### src/verilog/psram_pkg.sv
package psram_pkg;

    // Memory geometry
    localparam int ADDR_WIDTH = 24;
    localparam int DATA_WIDTH = 16;

    // Burst length field, zero encodes a 16 word burst
    localparam int BURST_WIDTH = 4;

    // Fixed read/write latency in memory clocks
    localparam int RW_LATENCY    = 4;
    localparam int LATENCY_WIDTH = 2;

    // Access FSM states
    typedef enum logic [2:0] {
        ST_IDLE       = 3'd0,
        ST_READ_WAIT  = 3'd1,
        ST_READ_DATA  = 3'd2,
        ST_WRITE_WAIT = 3'd3,
        ST_WRITE_DATA = 3'd4,
        ST_FINISH     = 3'd5
    } psram_state_t;

    // Host request, one per access
    typedef struct packed {
        logic [ADDR_WIDTH-1:0]  addr;
        logic [BURST_WIDTH-1:0] burst_len;
        logic                   write;
    } psram_req_t;

    // Active low memory control pins
    typedef struct packed {
        logic ce_n;
        logic adv_n;
        logic oe_n;
        logic we_n;
    } psram_ctrl_t;

endpackage
### src/verilog/psram_controller.sv
`timescale 1ns/1ps

module psram_controller (
    input  logic                                clk50MHz,
    input  logic                                reset,
    input  psram_pkg::psram_req_t               req,
    input  logic                                start,
    output logic                                busy,
    output logic                                wr_take,
    output logic                                data_phase,
    output logic                                write_phase,
    output logic [psram_pkg::ADDR_WIDTH-1:0]    maddr,
    output psram_pkg::psram_ctrl_t              mctrl,
    output logic                                mclk,
    output logic                                mcre
);

    psram_pkg::psram_state_t state;
    psram_pkg::psram_state_t next_state;

    // Request held for the whole access
    psram_pkg::psram_req_t req_q;

    logic accept;

    logic                                  lat_clear;
    logic                                  lat_en;
    logic [psram_pkg::LATENCY_WIDTH-1:0]   lat_count;
    logic                                  lat_done;

    logic                                  burst_clear;
    logic                                  burst_en;
    logic [psram_pkg::BURST_WIDTH-1:0]     burst_count;
    logic [psram_pkg::BURST_WIDTH-1:0]     burst_last;
    logic                                  burst_done;

    logic mclk_run;
    logic mclk_en_q;

    assign busy   = (state != psram_pkg::ST_IDLE);
    assign accept = (state == psram_pkg::ST_IDLE) && start;

    always_ff @(posedge clk50MHz) begin
        if (accept) begin
            req_q <= req;
        end
    end

    // Latency counter runs only in the two wait states
    assign lat_en    = !reset && ((state == psram_pkg::ST_READ_WAIT) ||
                                  (state == psram_pkg::ST_WRITE_WAIT));
    assign lat_clear = !lat_en;
    assign lat_done  = (lat_count == psram_pkg::LATENCY_WIDTH'(psram_pkg::RW_LATENCY - 1));

    count_reg #(
        .WIDTH (psram_pkg::LATENCY_WIDTH)
    ) latency_counter (
        .clk50MHz (clk50MHz),
        .clear    (lat_clear),
        .en       (lat_en),
        .count    (lat_count)
    );

    // Burst counter runs in the data states
    assign burst_en    = !reset && data_phase;
    assign burst_clear = !burst_en;

    // Length zero wraps to 15 here, giving a 16 word burst
    assign burst_last = req_q.burst_len - psram_pkg::BURST_WIDTH'(1);
    assign burst_done = (burst_count == burst_last);

    count_reg #(
        .WIDTH (psram_pkg::BURST_WIDTH)
    ) burst_counter (
        .clk50MHz (clk50MHz),
        .clear    (burst_clear),
        .en       (burst_en),
        .count    (burst_count)
    );

    always_ff @(posedge clk50MHz) begin
        if (reset) begin
            state <= psram_pkg::ST_IDLE;
        end
        else begin
            state <= next_state;
        end
    end

    always_comb begin
        next_state = state;
        case (state)
            psram_pkg::ST_IDLE: begin
                if (start) begin
                    next_state = req.write ? psram_pkg::ST_WRITE_WAIT
                                           : psram_pkg::ST_READ_WAIT;
                end
            end
            psram_pkg::ST_READ_WAIT: begin
                if (lat_done) begin
                    next_state = psram_pkg::ST_READ_DATA;
                end
            end
            psram_pkg::ST_READ_DATA: begin
                if (burst_done) begin
                    next_state = psram_pkg::ST_FINISH;
                end
            end
            psram_pkg::ST_WRITE_WAIT: begin
                if (lat_done) begin
                    next_state = psram_pkg::ST_WRITE_DATA;
                end
            end
            psram_pkg::ST_WRITE_DATA: begin
                if (burst_done) begin
                    next_state = psram_pkg::ST_FINISH;
                end
            end
            default: begin
                next_state = psram_pkg::ST_IDLE;
            end
        endcase
    end

    assign data_phase  = (state == psram_pkg::ST_READ_DATA) ||
                         (state == psram_pkg::ST_WRITE_DATA);
    assign write_phase = (state == psram_pkg::ST_WRITE_DATA);
    assign wr_take     = write_phase;

    // Address follows the host during the address valid cycle
    assign maddr = (state == psram_pkg::ST_IDLE) ? req.addr : req_q.addr;

    // Control pin decode, all pins idle high by default
    always_comb begin
        mctrl = '1;
        case (state)
            psram_pkg::ST_IDLE: begin
                mctrl.ce_n  = !start;
                mctrl.adv_n = !start;
                mctrl.we_n  = !(start && req.write);
            end
            psram_pkg::ST_READ_WAIT,
            psram_pkg::ST_WRITE_WAIT: begin
                mctrl.ce_n = 1'b0;
            end
            psram_pkg::ST_READ_DATA: begin
                mctrl.ce_n = 1'b0;
                mctrl.oe_n = 1'b0;
            end
            psram_pkg::ST_WRITE_DATA: begin
                mctrl.ce_n = 1'b0;
                mctrl.we_n = 1'b0;
            end
            default: begin
                mctrl = '1;
            end
        endcase
    end

    // Clock runs from the address valid cycle through finish
    assign mclk_run = busy || start;

    // Enable changes while clk50MHz is low, so mclk has no glitch
    always_ff @(negedge clk50MHz) begin
        if (reset) begin
            mclk_en_q <= 1'b0;
        end
        else begin
            mclk_en_q <= mclk_run;
        end
    end

    assign mclk = clk50MHz & mclk_en_q;

    // Configuration register access unused, pin parked low
    always_ff @(posedge clk50MHz) begin
        mcre <= 1'b0;
    end

    a_adv_only_idle : assert property (
        @(posedge clk50MHz) disable iff (reset)
        (state != psram_pkg::ST_IDLE) |-> mctrl.adv_n
    ) else $error("psram_controller: adv_n low outside idle");

    a_oe_we_exclusive : assert property (
        @(posedge clk50MHz) disable iff (reset)
        !(!mctrl.oe_n && !mctrl.we_n)
    ) else $error("psram_controller: oe_n and we_n low together");

    // A start during an access must not disturb it
    a_start_while_busy : assert property (
        @(posedge clk50MHz) disable iff (reset)
        (busy && start) |=> $stable(req_q) && (state != psram_pkg::ST_IDLE ||
                                               $past(state) == psram_pkg::ST_FINISH)
    ) else $error("psram_controller: start while busy altered the access");

endmodule

### src/verilog/count_reg.sv
`timescale 1ns/1ps

module count_reg #(
    parameter int WIDTH = 4
) (
    input  logic             clk50MHz,
    input  logic             clear,
    input  logic             en,
    output logic [WIDTH-1:0] count
);

    // Clear wins over enable, count wraps at the top
    always_ff @(posedge clk50MHz) begin
        if (clear) begin
            count <= '0;
        end
        else if (en) begin
            count <= count + WIDTH'(1);
        end
    end

    // The controller derives both strobes from one state, never together
    a_clear_en_exclusive : assert property (
        @(posedge clk50MHz) !(clear && en)
    ) else $error("count_reg: clear and en high in the same cycle");

endmodule

### config.mk
export PLATFORM = sky130hd
export DESIGN_NAME = psram_controller
export DESIGN_NICKNAME = d
export VERILOG_FILES = /design/src/verilog/psram_pkg.sv /design/src/verilog/psram_controller.sv /design/src/verilog/count_reg.sv
export SDC_FILE = /design/constraint.sdc
export NUM_CORES = 1
export LEC_CHECK = 0
export ABC_CLOCK_PERIOD_IN_PS = 2800
export BUFFER_PORTS_ARGS = -buffer_cell sky130_fd_sc_hd__buf_2
export CORE_UTILIZATION = 47
export DETAILED_ROUTE_END_ITERATION = 7
export PLACE_DENSITY = 0.77
export SKIP_LAST_GASP = 1
export SLEW_MARGIN = 20
export SYNTH_ARGS = -nofsm -noshare
export SYNTH_HDL_FRONTEND = slang
export SYNTH_SLANG_ARGS = --single-unit
export TNS_END_PERCENT = 20
### constraint.sdc
create_clock -name clk50MHz -period 2.8 [get_ports clk50MHz]
set_clock_uncertainty 0.1 [all_clocks]
set_input_delay 0 -clock clk50MHz [delete_from_list [all_inputs] [get_ports clk50MHz]]
set_output_delay 0 -clock clk50MHz [all_outputs]
set_load 0.03 [all_outputs]
======== After elaboration in Yosys (flattened, before gate mapping) ========
Cells that the tools add are included.
word-level totals
  register bits ........................... 38
  input port bits ......................... 32
  word-level logic and storage cells ...... 46
cells by class
  add/sub/neg operators ................... 3
  eq/ne operators ......................... 10
  mux-type cells .......................... 11
  bitwise logic cells ..................... 1
  reduce and logical (&&, ||, !) cells .... 15
operators with widths
  kind                                                                number
  24-bit two-way mux                                                  1
  3-bit two-way mux                                                   4
  3-bit case mux with 4 select lines                                  1
  3-bit by 2-bit == test with 1-bit output, second input constant     2
  2-bit != test, second input constant                                3
  4-bit by 1-bit adder with 4-bit output, second input constant       1
  4-bit == test                                                       1
  1-bit logical AND                                                   4
  1-bit case mux with 2 select lines                                  2
  4-bit AND reduction                                                 1
  4-bit OR reduction                                                  1
  4-bit by 1-bit subtractor with 4-bit output, second input constant  1
  3-bit by 1-bit == test with 1-bit output, second input constant     1
  3-bit == test, second input constant                                1
  1-bit zero test                                                     3
  3-bit zero test                                                     1
  1-bit logical OR                                                    3
  3-bit nonzero test                                                  1
  2-bit by 1-bit adder with 2-bit output, second input constant       1
  2-bit == test, second input constant                                1
  1-bit two-way mux                                                   2
  2-bit two-way mux                                                   1
  2-bit by 1-bit != test with 1-bit output, second input constant     1
  2-bit OR reduction                                                  1
  1-bit AND                                                           1

======== Logic depth before layout (Yosys ltp) ========
  depth after elaboration ................. 4
  mapped depth ............................ 6
  mapped depth without buffers ............ 6

======== Cells and area by module ========
A second synthesis with hierarchy kept.
second synthesis, totals
  cells, all modules ...................... 185
  area, all modules ....................... 1819.2 µm²
by module, submodules not included
  module                        times used  cells an instance  area each (µm²)  sequential area each (µm²)
  psram_controller              1           162                1561.5           920.9
  count_reg at burst_counter    1           16                 178.9            80.1
  count_reg at latency_counter  1           7                  78.8             40.0

==> results.cfg <==
[outcome]
status = finished clean

[clock_network]
clk_pin_slew_ps = 100
cts_tree = built
clk_latency_ps = 450

[power]
power_density_nw_per_um2 = 904
leakagePower_nw = 1.20
ir_drop_uv = 684
finalPower_mw = 2.26

[placement]
globalplace.congestion = 0.745
io_buffer_count = 64
place_area_um2 = 2070
dp_hpwl_mm = 2.27

[grt]
antenna_found_initial = 0
grt-ovfl-total = 0
track_usage_pct = 22.7
grt_pass1_wl_mm = 6.61
grt_pass1_vias = 1474
grt_max_degree = 27

[final_layout]
fin_nets = 310
insertedDiodeCount = 0
layout_common_cells = nand2_1 (76), buf_2 (64), dlygate4sd3_1 (31)
syn_to_final_growth_pct = 45.4
largest_reg_flops = 28
fin_area_um2 = 2500
drive_gt1_share_pct = 28.6
final_common_cell = nand2_1

[synth]
ys.flop_type = edfxtp_1
async_flop_share_pct = 0
yosys_warnings = 0
syn_area_um2 = 1720
netlist_instances = 176
synth_edf_count = 28
post_synth.cell_area_avg_um2 = 9.78
ys_seq_elements = 38
synth_cell_type_count = 30
synth_seq_area_share_pct = 60.5
synthesis.nets = 211

[critical_path]
required_ps = 2700
path_buf_inv = 1
r2r-start = state[0]
crit_path_end_kind = output pin
cp_slowest_cell = dfxtp_1
cp.arrival_ps = 2530
critPathLaunchType = flip-flop
slowest_delay_ps = 300
critical_path_class = reg -> out
path_cells = and2_1 -> buf_2
crit_start = mclk_en_q
cp_max_fo = 1
path_delay_family = flip-flops

[routing]
ant_nets = 0
drc = 0
totalWireLength_mm = 3.99
wire_per_inst_um = 12.4
drtPass1Iterations = 4
vias = 1511
drt_iter0_drc = 76
viasPerCell = 4.69

[die]
core_area_um2 = 3420
ios = 66
start_util_pct = 50.4
die_w_um = 62.5
dieArea_um2 = 3910
die_h_um = 62.5
std_cell_rows = 21

[timing]
maxSlewViolCount = 0
grt_setup_unrepaired = false
hold_viol = 0
tns_ps = 0
setup_violations = 0

[worst_hold_path]
hp-start = req[2]
hp-class = in -> reg

[job]
drv_cap = 0
## area by class of cell
| cell class | instances | area (µm²) |
|---|---|---|
| inverter | 7 | 26.3 |
| timing repair buffer | 96 | 653 |
| clock buffer | 9 | 65.1 |
| multi-input combinational | 122 | 593 |
| sequential | 38 | 1040 |
| clock inverter | 4 | 67.6 |
| tap | 46 | 57.6 |
| fill | 266 | 912 |
## logic make-up after synthesis
family / share of synthesized area, %
AND/OR/NAND/NOR: 23.3
flip-flops: 60.5
buffers and inverters: 5.09
AO/OA/AOI/OAI: 4.22
XOR/XNOR: 4.58
adder cells (fa/ha/maj): 2.18
other: 0.218
## cells in the mapped netlist (2+ instances only)
cell type   n  area share (%)
a21oi_1     4             1.2
and2_1      2            0.73
buf_2       4             1.2
buf_4       2            0.87
buf_6       2             1.3
dfxtp_1    10              12
edfxtp_1   28              49
ha_1        3             2.2
inv_1       7             1.5
nand2_1    76              17
nor2_1     10             2.2
o21ai_0     3            0.87
xnor2_1     4             2.0
xor2_1      5             2.5
## through the flow
stage               cells  util [%]  hold slack, ps  worst slack (ps)
floorplan             176         -           -5.68               357
global placement      280      60.6            78.0               521
detailed placement    280      60.6            78.1               506
CTS                   322      73.3             134               145
global route          322      73.3             141               118
finish                322      73.3             159               173
## path summary, 6_finish.rpt
path | endpoint | slack [ps] | cells after the start
worst min-delay path | req_q[2] | 160 | 2
worst max-delay path | mclk | 170 | 2
worst max register to register | mclk_en_q | 530 | 2
worst min register to register | latency_counter.count[0] | 330 | 1
## power by group
group          total (mW)  leakage (nW)  switching [mW]  internal, mW
clock network       0.544        0.0798           0.213         0.331
logic               0.972         0.778           0.682         0.290
registers           0.747         0.347          0.0453         0.702
## repair_timing
item / CTS / global route
hold buffers: 31 / 0
setup buffers: 0 / 0
gates resized for setup: 0 / 0
hold endpoints to repair: 37 / 0
## per-layer routing
metal	share of wire, %	up-vias	track usage (%)
met2	50	65	38.7
met1	43	662	25.4
met4	2.1	0	13.7
li1	-	770	-
met5	0	-	0
met3	4.9	14	5.84
No activity file was read; power rests on OpenSTA's default activity.
